`src/include/ulpi_settings.svh`:
```
`ifndef ULPI_SETTINGS_SVH
`define ULPI_SETTINGS_SVH

// ULPI data bus width, one byte per clock in SDR mode.
`define ULPI_DW 8

// Address field value that selects the extended register path.
`define ULPI_EXT_ADDR 6'h2F

// Byte driven with stp when the transmit FIFO underruns.
`define ULPI_ABORT_BYTE 8'hFF

// Idle byte on the bus while the link has nothing to send.
`define ULPI_NOOP_BYTE 8'h00

// Cycles the TX machine waits for register read data.
`define ULPI_RD_TIMEOUT 6'd40

// Width of the read timeout counter.
`define ULPI_RD_TMO_W 6

`endif

```
`src/design/ulpi_pkg.sv`:
```
`include "ulpi_settings.svh"

package ulpi_pkg;

	// Top two bits of every instruction word.
	typedef enum logic [1:0] {
		op_special  = 2'b00,	// No-op.
		op_transmit = 2'b01,	// USB packet, PID in low nibble.
		op_regwrite = 2'b10,	// Register write.
		op_regread  = 2'b11	// Register read.
	} ulpi_op_e;

	// One instruction byte seen two ways.
	typedef union packed {
		struct packed {
			ulpi_op_e op;	// Opcode.
			logic [`ULPI_DW-3:0] addr;	// Register address, 2F means extended.
		} reg_v;
		struct packed {
			ulpi_op_e op;	// Opcode.
			logic [1:0] rsvd;	// Zero on the wire.
			logic [`ULPI_DW-5:0] pid;	// USB packet ID.
		} tx_v;
	} ulpi_instr_t;

	typedef enum logic [3:0] {
		st_tx_idle,	// Drive no-op, wait for a request.
		st_tx_pid,	// Drive TX command with PID.
		st_tx_data,	// Stream FIFO bytes.
		st_tx_underrun,	// FF with stp.
		st_tx_stop,	// Plain stp after a register write.
		st_tx_reg_addr,	// REGW or REGR command byte.
		st_tx_reg_extaddr,	// Extended address byte.
		st_tx_reg_wdata,	// Register write data.
		st_tx_rd_wait,	// Read handed to RX machine.
		st_tx_done	// Ack to the host.
	} tx_state_e;

	typedef enum logic [1:0] {
		st_rx_idle,	// RX CMD and USB data.
		st_rx_rd_data,	// Register read data on the bus.
		st_rx_rd_ack	// Ack held until req drops.
	} rx_state_e;

endpackage

```
`src/design/ulpi_link_if.sv`:
```
`timescale 1ns/100ps
`include "ulpi_settings.svh"

// PHY side of the bus as seen one cycle late.
interface ulpi_rx_bus_if;
	logic dir_q;	// Registered dir.
	logic nxt_q;	// Registered nxt.
	logic [`ULPI_DW-1:0] data_q;	// Registered data pins.
	logic turn;	// Registered dir just changed.

	modport arb (
		output dir_q, nxt_q, data_q, turn
	);
	modport rx (
		input dir_q, nxt_q, data_q, turn
	);
	modport tx (
		input dir_q, turn
	);
endinterface

// Register read hand-off between the two machines.
interface ulpi_regrd_if;
	logic req;	// Read address accepted by PHY.
	logic ack;	// Data captured or read lost.
	logic abort;	// Read preempted by USB receive.
	logic [`ULPI_DW-1:0] rdata;	// Register value.

	modport tx (
		output req,
		input ack, abort, rdata
	);
	modport rx (
		input req,
		output ack, abort, rdata
	);
endinterface

```
`src/design/ulpi_link_top.sv`:
```
`timescale 1ns/100ps
`include "ulpi_settings.svh"

module ulpi_link_top (
	input logic ulpi_clk,	// 60 MHz from the PHY.
	input logic rst,
	input logic [`ULPI_DW-1:0] ulpi_data_i,
	output logic [`ULPI_DW-1:0] ulpi_data_o,
	output logic ulpi_data_oe_o,
	input logic ulpi_dir_i,
	input logic ulpi_nxt_i,
	output logic ulpi_stp_o,
	input ulpi_pkg::ulpi_instr_t instruction_i,
	input logic exec_req_i,
	output logic exec_ack_o,
	output logic exec_aborted_o,
	input logic [`ULPI_DW-1:0] phyreg_addr_i,
	input logic [`ULPI_DW-1:0] phyreg_wdata_i,
	output logic [`ULPI_DW-1:0] phyreg_rdata_o,
	input logic [`ULPI_DW-1:0] tx_data_i,
	input logic tx_data_empty_i,
	output logic tx_data_next_o,
	output logic [`ULPI_DW-1:0] rx_data_o,
	output logic rx_data_valid_o,
	output logic [`ULPI_DW-1:0] rx_cmd_o
);

	logic [`ULPI_DW-1:0] tx_word;	// TX machine to arbiter.

	ulpi_rx_bus_if bus_if ();
	ulpi_regrd_if rd_if ();

	ulpi_turnaround u_turn (
		.ulpi_clk (ulpi_clk),
		.rst (rst),
		.ulpi_dir_i (ulpi_dir_i),
		.ulpi_nxt_i (ulpi_nxt_i),
		.ulpi_data_i (ulpi_data_i),
		.tx_word_i (tx_word),
		.ulpi_data_o (ulpi_data_o),
		.ulpi_data_oe_o (ulpi_data_oe_o),
		.bus (bus_if)
	);

	ulpi_tx_fsm u_tx (
		.ulpi_clk (ulpi_clk),
		.rst (rst),
		.ulpi_dir_i (ulpi_dir_i),
		.ulpi_nxt_i (ulpi_nxt_i),
		.instruction_i (instruction_i),
		.exec_req_i (exec_req_i),
		.exec_ack_o (exec_ack_o),
		.exec_aborted_o (exec_aborted_o),
		.phyreg_addr_i (phyreg_addr_i),
		.phyreg_wdata_i (phyreg_wdata_i),
		.phyreg_rdata_o (phyreg_rdata_o),
		.tx_data_i (tx_data_i),
		.tx_data_empty_i (tx_data_empty_i),
		.tx_data_next_o (tx_data_next_o),
		.tx_word_o (tx_word),
		.ulpi_stp_o (ulpi_stp_o),
		.bus (bus_if),
		.rd (rd_if)
	);

	ulpi_rx_fsm u_rx (
		.ulpi_clk (ulpi_clk),
		.rst (rst),
		.bus (bus_if),
		.rd (rd_if),
		.rx_data_o (rx_data_o),
		.rx_data_valid_o (rx_data_valid_o),
		.rx_cmd_o (rx_cmd_o)
	);

endmodule

```
`src/design/ulpi_rx_fsm.sv`:
```
`timescale 1ns/100ps
`include "ulpi_settings.svh"

module ulpi_rx_fsm (
	input logic ulpi_clk,
	input logic rst,
	ulpi_rx_bus_if.rx bus,
	ulpi_regrd_if.rx rd,
	output logic [`ULPI_DW-1:0] rx_data_o,	// USB data byte.
	output logic rx_data_valid_o,	// One pulse per byte.
	output logic [`ULPI_DW-1:0] rx_cmd_o	// Last RX CMD.
);
	import ulpi_pkg::*;

	rx_state_e state;
	logic rd_start;	// PHY took the bus for a pending read.
	logic rx_cycle;	// Ordinary PHY-owned cycle.

	assign rd_start = bus.turn & bus.dir_q & rd.req;
	assign rx_cycle = bus.dir_q & ~bus.turn & (state != st_rx_rd_data);

	always_ff @(posedge ulpi_clk) begin
		if (rst) begin
			state <= st_rx_idle;
			rd.ack <= 1'b0;
			rd.abort <= 1'b0;
			rx_data_valid_o <= 1'b0;
		end else begin
			rx_data_valid_o <= rx_cycle & bus.nxt_q;
			case (state)
				st_rx_idle: begin
					if (rd_start) begin
						if (bus.nxt_q) begin	// USB receive won the turnaround.
							rd.ack <= 1'b1;
							rd.abort <= 1'b1;
							state <= st_rx_rd_ack;
						end else begin
							state <= st_rx_rd_data;
						end
					end
				end
				st_rx_rd_data: begin
					rd.ack <= 1'b1;	// Data lands in rdata now.
					rd.abort <= 1'b0;
					state <= st_rx_rd_ack;
				end
				st_rx_rd_ack: begin
					if (!rd.req) begin
						rd.ack <= 1'b0;
						rd.abort <= 1'b0;
						state <= st_rx_idle;
					end
				end
				default: state <= st_rx_idle;
			endcase
		end
	end

	// Payload registers.
	always_ff @(posedge ulpi_clk) begin
		if (state == st_rx_rd_data) begin
			rd.rdata <= bus.data_q;
		end
		if (rx_cycle && bus.nxt_q) begin
			rx_data_o <= bus.data_q;
		end
		if (rx_cycle && !bus.nxt_q) begin
			rx_cmd_o <= bus.data_q;	// Line state and RX events.
		end
	end

endmodule

```
`src/design/ulpi_turnaround.sv`:
```
`timescale 1ns/100ps
`include "ulpi_settings.svh"

module ulpi_turnaround (
	input logic ulpi_clk,
	input logic rst,
	input logic ulpi_dir_i,	// PHY owns the bus when high.
	input logic ulpi_nxt_i,	// PHY throttle and RX data strobe.
	input logic [`ULPI_DW-1:0] ulpi_data_i,	// Data pins as driven by the PHY.
	input logic [`ULPI_DW-1:0] tx_word_i,	// Byte from the TX machine.
	output logic [`ULPI_DW-1:0] ulpi_data_o,	// Data pins as driven by the link.
	output logic ulpi_data_oe_o,	// Link drive enable.
	ulpi_rx_bus_if.arb bus
);

	logic link_owns;	// Link may drive this cycle.

	// Link drives only once dir has been low for a full cycle.
	assign link_owns = ~ulpi_dir_i & ~bus.dir_q;

	assign ulpi_data_oe_o = link_owns;
	assign ulpi_data_o = link_owns ? tx_word_i : '0;	// Park low when released.

	// Control side of the sampled bus.
	always_ff @(posedge ulpi_clk) begin
		if (rst) begin
			bus.dir_q <= 1'b0;	// Link owns the bus out of reset.
			bus.nxt_q <= 1'b0;
			bus.turn <= 1'b0;
		end else begin
			bus.dir_q <= ulpi_dir_i;
			bus.nxt_q <= ulpi_nxt_i;
			bus.turn <= ulpi_dir_i ^ bus.dir_q;	// High with the first new dir_q.
		end
	end

	// Data pins sampled every cycle.
	always_ff @(posedge ulpi_clk) begin
		bus.data_q <= ulpi_data_i;
	end

endmodule

```
`src/design/ulpi_tx_fsm.sv`:
```
`timescale 1ns/100ps
`include "ulpi_settings.svh"

module ulpi_tx_fsm (
	input logic ulpi_clk,
	input logic rst,
	input logic ulpi_dir_i,
	input logic ulpi_nxt_i,
	input ulpi_pkg::ulpi_instr_t instruction_i,	// Held by host until ack.
	input logic exec_req_i,	// Four-phase request.
	output logic exec_ack_o,	// Operation complete.
	output logic exec_aborted_o,	// Read lost or timed out.
	input logic [`ULPI_DW-1:0] phyreg_addr_i,	// Extended address.
	input logic [`ULPI_DW-1:0] phyreg_wdata_i,	// Register write data.
	output logic [`ULPI_DW-1:0] phyreg_rdata_o,	// Register read data.
	input logic [`ULPI_DW-1:0] tx_data_i,	// FIFO head, first word fall through.
	input logic tx_data_empty_i,
	output logic tx_data_next_o,	// FIFO pop.
	output logic [`ULPI_DW-1:0] tx_word_o,	// Byte for the bus.
	output logic ulpi_stp_o,
	ulpi_rx_bus_if.tx bus,
	ulpi_regrd_if.tx rd
);
	import ulpi_pkg::*;

	tx_state_e state;
	tx_state_e state_nxt;
	logic hold;	// Bus not ours this cycle.
	logic ext_addr;	// Extended register access.
	logic is_read;
	logic [`ULPI_RD_TMO_W-1:0] tmo_cnt;	// Read wait counter.
	logic tmo_hit;

	assign hold = ulpi_dir_i | bus.dir_q;	// Same rule as the output enable.
	assign ext_addr = (instruction_i.reg_v.addr == `ULPI_EXT_ADDR);
	assign is_read = (instruction_i.reg_v.op == op_regread);
	assign tmo_hit = (tmo_cnt == `ULPI_RD_TIMEOUT);
	assign exec_ack_o = (state == st_tx_done);

	always_comb begin
		state_nxt = state;
		case (state)
			st_tx_idle: begin
				if (exec_req_i && !rd.ack && !hold) begin	// Previous read fully closed.
					case (instruction_i.reg_v.op)
						op_transmit: state_nxt = st_tx_pid;
						op_regwrite: state_nxt = st_tx_reg_addr;
						op_regread: state_nxt = st_tx_reg_addr;
						default: state_nxt = st_tx_done;	// No bus cycle.
					endcase
				end
			end
			st_tx_pid: begin
				if (!hold && ulpi_nxt_i) begin
					state_nxt = tx_data_empty_i ? st_tx_underrun : st_tx_data;
				end
			end
			st_tx_data: begin
				if (!hold && tx_data_empty_i) begin	// Stop cycle is this one.
					state_nxt = st_tx_done;
				end
			end
			st_tx_underrun, st_tx_stop: begin
				if (!hold) begin
					state_nxt = st_tx_done;
				end
			end
			st_tx_reg_addr: begin
				if (!hold && ulpi_nxt_i) begin
					if (ext_addr) begin
						state_nxt = st_tx_reg_extaddr;
					end else begin
						state_nxt = is_read ? st_tx_rd_wait : st_tx_reg_wdata;
					end
				end
			end
			st_tx_reg_extaddr: begin
				if (!hold && ulpi_nxt_i) begin
					state_nxt = is_read ? st_tx_rd_wait : st_tx_reg_wdata;
				end
			end
			st_tx_reg_wdata: begin
				if (!hold && ulpi_nxt_i) begin
					state_nxt = st_tx_stop;
				end
			end
			st_tx_rd_wait: begin
				if (rd.ack || tmo_hit) begin	// PHY turnaround does not hold us.
					state_nxt = st_tx_done;
				end
			end
			st_tx_done: begin
				if (!exec_req_i) begin
					state_nxt = st_tx_idle;
				end
			end
			default: state_nxt = st_tx_idle;
		endcase
	end

	always_ff @(posedge ulpi_clk) begin
		if (rst) begin
			state <= st_tx_idle;
			rd.req <= 1'b0;
			exec_aborted_o <= 1'b0;
			tmo_cnt <= '0;
		end else begin
			state <= state_nxt;
			rd.req <= (state_nxt == st_tx_rd_wait);	// Drops the cycle after ack.
			if (state == st_tx_idle && state_nxt != st_tx_idle) begin
				exec_aborted_o <= 1'b0;	// New operation.
			end else if (state == st_tx_rd_wait && state_nxt == st_tx_done) begin
				exec_aborted_o <= rd.ack ? rd.abort : 1'b1;	// Timeout counts as abort.
			end
			if (state != st_tx_rd_wait || bus.turn) begin
				tmo_cnt <= '0;	// Restart once PHY turns the bus.
			end else if (!tmo_hit) begin
				tmo_cnt <= tmo_cnt + 1'b1;
			end
		end
	end

	always_ff @(posedge ulpi_clk) begin
		if (state == st_tx_rd_wait && rd.ack) begin
			phyreg_rdata_o <= rd.rdata;
		end
	end

	// Bus byte and stp follow the state.
	always_comb begin
		tx_word_o = `ULPI_NOOP_BYTE;
		ulpi_stp_o = 1'b0;
		tx_data_next_o = 1'b0;
		case (state)
			st_tx_pid: tx_word_o = {op_transmit, 2'b00, instruction_i.tx_v.pid};
			st_tx_data: begin
				if (tx_data_empty_i) begin
					ulpi_stp_o = ~hold;	// End of packet.
				end else begin
					tx_word_o = tx_data_i;
					tx_data_next_o = ulpi_nxt_i & ~hold;	// Pop on accept.
				end
			end
			st_tx_underrun: begin
				tx_word_o = `ULPI_ABORT_BYTE;
				ulpi_stp_o = ~hold;
			end
			st_tx_stop: ulpi_stp_o = ~hold;
			st_tx_reg_addr: tx_word_o = instruction_i;	// Opcode and address as is.
			st_tx_reg_extaddr: tx_word_o = phyreg_addr_i;
			st_tx_reg_wdata: tx_word_o = phyreg_wdata_i;
			default: tx_word_o = `ULPI_NOOP_BYTE;
		endcase
	end

endmodule

```
`config.mk`:
```
export PLATFORM = sky130hd
export DESIGN_NAME = ulpi_link_top
export DESIGN_NICKNAME = d
export VERILOG_FILES = /design/src/design/ulpi_pkg.sv /design/src/design/ulpi_link_if.sv /design/src/design/ulpi_link_top.sv /design/src/design/ulpi_rx_fsm.sv /design/src/design/ulpi_turnaround.sv /design/src/design/ulpi_tx_fsm.sv
export VERILOG_INCLUDE_DIRS = /design/src /design/src/include
export SDC_FILE = /design/constraint.sdc
export NUM_CORES = 1
export LEC_CHECK = 0
export BUFFER_PORTS_ARGS = -buffer_cell sky130_fd_sc_hd__buf_2
export CELL_PAD_IN_SITES_DETAIL_PLACEMENT = 2
export CELL_PAD_IN_SITES_GLOBAL_PLACEMENT = 2
export CORE_MARGIN = 1.5
export CORE_UTILIZATION = 34
export DETAILED_ROUTE_END_ITERATION = 12
export PLACE_DENSITY = 0.86
export SLEW_MARGIN = 20
export SYNTH_ARGS = -nofsm -noshare
export SYNTH_HDL_FRONTEND = slang
export SYNTH_HIERARCHICAL = 1
export SYNTH_SLANG_ARGS = --single-unit
```
`constraint.sdc`:
```
create_clock -name ulpi_clk -period 4.3 [get_ports ulpi_clk]
set_input_delay 0.43 -clock ulpi_clk [delete_from_list [all_inputs] [get_ports ulpi_clk]]
set_output_delay 0.43 -clock ulpi_clk [all_outputs]
set_load 0.1 [all_outputs]
```
==> impl_metrics.env <==
export IMPL_status="completed"
export IMPL_rrSetupSlack_ns=1.96
export IMPL_critPathTopFamily="simple AND/OR/NAND/NOR gates"
export IMPL_core_area_um2=7807
export IMPL_cpMaxStageDelayCell="dfxtp_1"
export IMPL_htreeDepth=3
export IMPL_ant_nets=0
export IMPL_die_y_um=93.08
export IMPL_finalClockSkew_ns=0.004737
export IMPL_crit_path_end_kind="output port"
export IMPL_ioPinCount=84
export IMPL_gp_congestion=0.7900
export IMPL_fp_row_count=32
export IMPL_grt_setup_unrepaired="false"
export IMPL_crit_chain="nand2b_1, nor4_2, a221o_1, and2_1, buf_2"
export IMPL_clock_sinks=60
export IMPL_clock_root_buffer="clkbuf_8"
export IMPL_antennaDiodeCount=0
export IMPL_maxCapViolations=0
export IMPL_yosys_area_share_simple_pct=20.86
export IMPL_die_w_um=93.08
export IMPL_setup_viol=0
export IMPL_leakagePower_nw=1.356
export IMPL_synth_top_family_by_area="simple AND/OR/NAND/NOR gates"
export IMPL_seq_area_frac_synth_pct=55.15
export IMPL_synth_compound_area_share_pct=14.24
export IMPL_die_area_um2=8664
export IMPL_synth_edff_count=32
export IMPL_ys_ff_latch=60
export IMPL_clk_path_buf_depth=2
export IMPL_worstRegToRegCells=4
export IMPL_numCtsBuffers=9
export IMPL_ys_async_sr_fraction_pct=0
export IMPL_grt_pass1_vias=2593
export IMPL_fin_nets=391
export IMPL_postCtsSetupRepairBufs=0
export IMPL_ctsResizeCount=0
export IMPL_worstSetupPathType="reg -> out"
export IMPL_grt_overflow=0
export IMPL_grt_max_degree=24
export IMPL_worst_pin_slew_ns=0.9075
export IMPL_grt_use_total_pct=21.59
export IMPL_routedWlPerCell_um=20.00
export IMPL_min_path_cells=1
export IMPL_critPathRequiredTime_ns=3.87
export IMPL_reg2reg_to="u_tx/rd.req"
export IMPL_reg2reg_from="u_tx/state[1]"
export IMPL_antenna_found_initial=0
export IMPL_hold_viol_final=0
export IMPL_fmax_mhz=301.7
export IMPL_drt_iter0_drc=114
export IMPL_ys_flop_type="edfxtp_1"
export IMPL_timing_final_crit_period_ns=3.315
export IMPL_post_place_ws_ns=1.371
export IMPL_p_per_area_nw_per_um2=366.4
export IMPL_synthMuxAreaShare_pct=1.542
export IMPL_cp_num_buf_inv=1
export IMPL_cts_tree="done"
export IMPL_min_delay_start="ulpi_data_i[3]"
export IMPL_irDropWorstVdd_mv=0.1530
export IMPL_post_route_period_util_pct=77.09
export IMPL_io_buffers=83
export IMPL_crit_fanout=23
export IMPL_setup_tns_final_ns=0
export IMPL_cp_start_kind="register"
export IMPL_clkTransAtPathRegs_ns=0.06
export IMPL_postCtsHoldBufs=0
export IMPL_syn_to_final_growth_pct=26.17
export IMPL_yosys_warnings=6
export IMPL_layout_setup_ws_ns=0.9849
export IMPL_route_final_wire_length_um=8882
export IMPL_netlist_area_um2=2759
export IMPL_start_util_pct=35.34
export IMPL_grt_pass1_wl_um=14030
export IMPL_drv_slew=0
export IMPL_ys_types=56
export IMPL_worstSetupPathDepth=5
export IMPL_min_to="u_turn/bus.data_q[3]"
export IMPL_synthCells=251
export IMPL_fillers=865
export IMPL_dp_hpwl_um=6508
export IMPL_insertion_delay_ns=0.34
export IMPL_synthAdderAreaFrac_pct=3.628
export IMPL_num_vias=2324
export IMPL_relSlewSlack_pct=38.99
export IMPL_drive_above_1_share_pct=33.04
export IMPL_cpPeakStageDelay_ns=0.86
export IMPL_hp_class="in -> reg"
export IMPL_cp_arrival_ns=2.89
export IMPL_synth_nets=305
export IMPL_synthXorXnorAreaFrac_pct=1.587
export IMPL_vias_per_cell=5.234
export IMPL_route_detailed_drc=0
export IMPL_drt_pre_antenna_iters=4
export IMPL_avgSynthCellArea_um2=10.99
synth_stat cells, types with 2 or more instances:
cell type | count | share of area (%)
xnor2_1 | 3 | 0.95
or3b_4 | 2 | 0.82
o21ai_1 | 2 | 0.36
nor2_1 | 15 | 2.0
nor3b_1 | 5 | 1.4
nand2_1 | 14 | 1.9
a22oi_1 | 2 | 0.54
a211oi_1 | 4 | 1.1
dfxtp_1 | 28 | 20
nand2b_1 | 9 | 2.0
nor2b_1 | 10 | 2.3
nand4_1 | 2 | 0.45
clkbuf_1 | 2 | 0.27
xor2_1 | 2 | 0.64
o221a_2 | 4 | 1.6
o21ai_0 | 7 | 1.3
or3_1 | 3 | 0.68
mux2i_1 | 2 | 0.73
nor4b_1 | 3 | 0.95
o31ai_1 | 3 | 0.82
nand3_1 | 9 | 1.6
nor3_1 | 3 | 0.54
and2_1 | 12 | 2.7
ha_1 | 8 | 3.6
a31oi_1 | 2 | 0.45
a21oi_1 | 16 | 2.9
inv_1 | 11 | 1.5
edfxtp_1 | 32 | 35
buf_2 | 6 | 1.1
and3_1 | 4 | 0.91
sequential cells by signal, summed over array words and instances (netlist names), 2 cells and up:
name and cells:
u_rx/rd.rdata 8, u_rx/rx_cmd_o 8, u_rx/rx_data_o 8, u_rx/state 2, u_turn/bus.data_q 8, u_tx/phyreg_rdata_o 8
u_tx/state 4, u_tx/tmo_cnt 6
where the power goes:
part / switching [W] / internal (W) / total, W
combinational: 0.000104 / 0.0000501 / 0.000154
clock: 0.000218 / 0.000264 / 0.000482
sequential: 0.0000236 / 0.000616 / 0.000639
per-layer routing:
layer	share of wire, %	track usage [%]	vias up
met5	0	0	-
met2	55	40.02	44
met4	2.5	8.207	0
met1	40	24.02	1167
li1	-	-	1093
met3	2.3	4.472	20
how the worst max path moves through the flow:
stage | endpoint | startpoint
floorplan | ulpi_data_o[4] | u_tx/state[2]
global placement | ulpi_data_o[6] | u_tx/state[1]
detailed placement | ulpi_data_o[6] | u_tx/state[1]
CTS | ulpi_data_o[6] | u_tx/state[1]
global route | ulpi_data_o[5] | u_tx/state[1]
finish | ulpi_data_o[6] | u_tx/state[1]
per-stage QoR:
stage / instance area, um^2 / instances / power (W) / hold WS [ns] / util (%)
2_1_floorplan: 2759 / 251 / 0.0007467 / 0.4003 / -
3_3_place_gp: 3281 / 428 / 0.0007932 / 0.4004 / 42.02
3_5_place_dp: 3281 / 428 / 0.0008026 / 0.4146 / 42.02
4_1_cts: 3472 / 444 / 0.001287 / 0.1757 / 44.47
5_1_grt: 3481 / 444 / 0.001325 / 0.1739 / 44.58
6_report: 3481 / 444 / 0.001275 / 0.1923 / 44.58
cell usage in the layout (no fill, tap or decap), types with 3 or more instances in the layout:
cell type,instances
buf_2,83
edfxtp_1,32
dfxtp_1,28
a21oi_1,16
nor2_1,15
nand2_1,14
and2_1,12
inv_1,11
nor2b_1,10
clkbuf_8,9
nand2b_1,9
nand3_1,9
ha_1,8
o21ai_0,7
nor3b_1,5
a211oi_1,4
o221a_2,4
and3_1,4
o31ai_1,3
or3_1,3
nor3_1,3
xnor2_1,3
layout make-up:
class | instances | area, um^2 | share of cell area, %
clock buffer | 9 | 123.9 | 3.559
clock inverter | 7 | 67.56 | 1.941
inverter | 11 | 41.29 | 1.186
multi-input combinational | 171 | 1176 | 33.79
sequential | 60 | 1521 | 43.71
tap | 102 | 127.6 | 3.666
timing repair buffer | 84 | 422.9 | 12.15
cell families (layout without fill, tap and decap cells):
| family | Yosys count | in the layout |
|---|---|---|
| xor+xnor | 5 | 5 |
| flops | 60 | 60 |
| mux | 4 | 4 |
| buf+inv | 20 | 111 |
| simple gates | 99 | 99 |
| fa+ha+maj | 8 | 8 |
| compound gates | 55 | 55 |
Note: power is estimated with default switching activity, not from simulation.
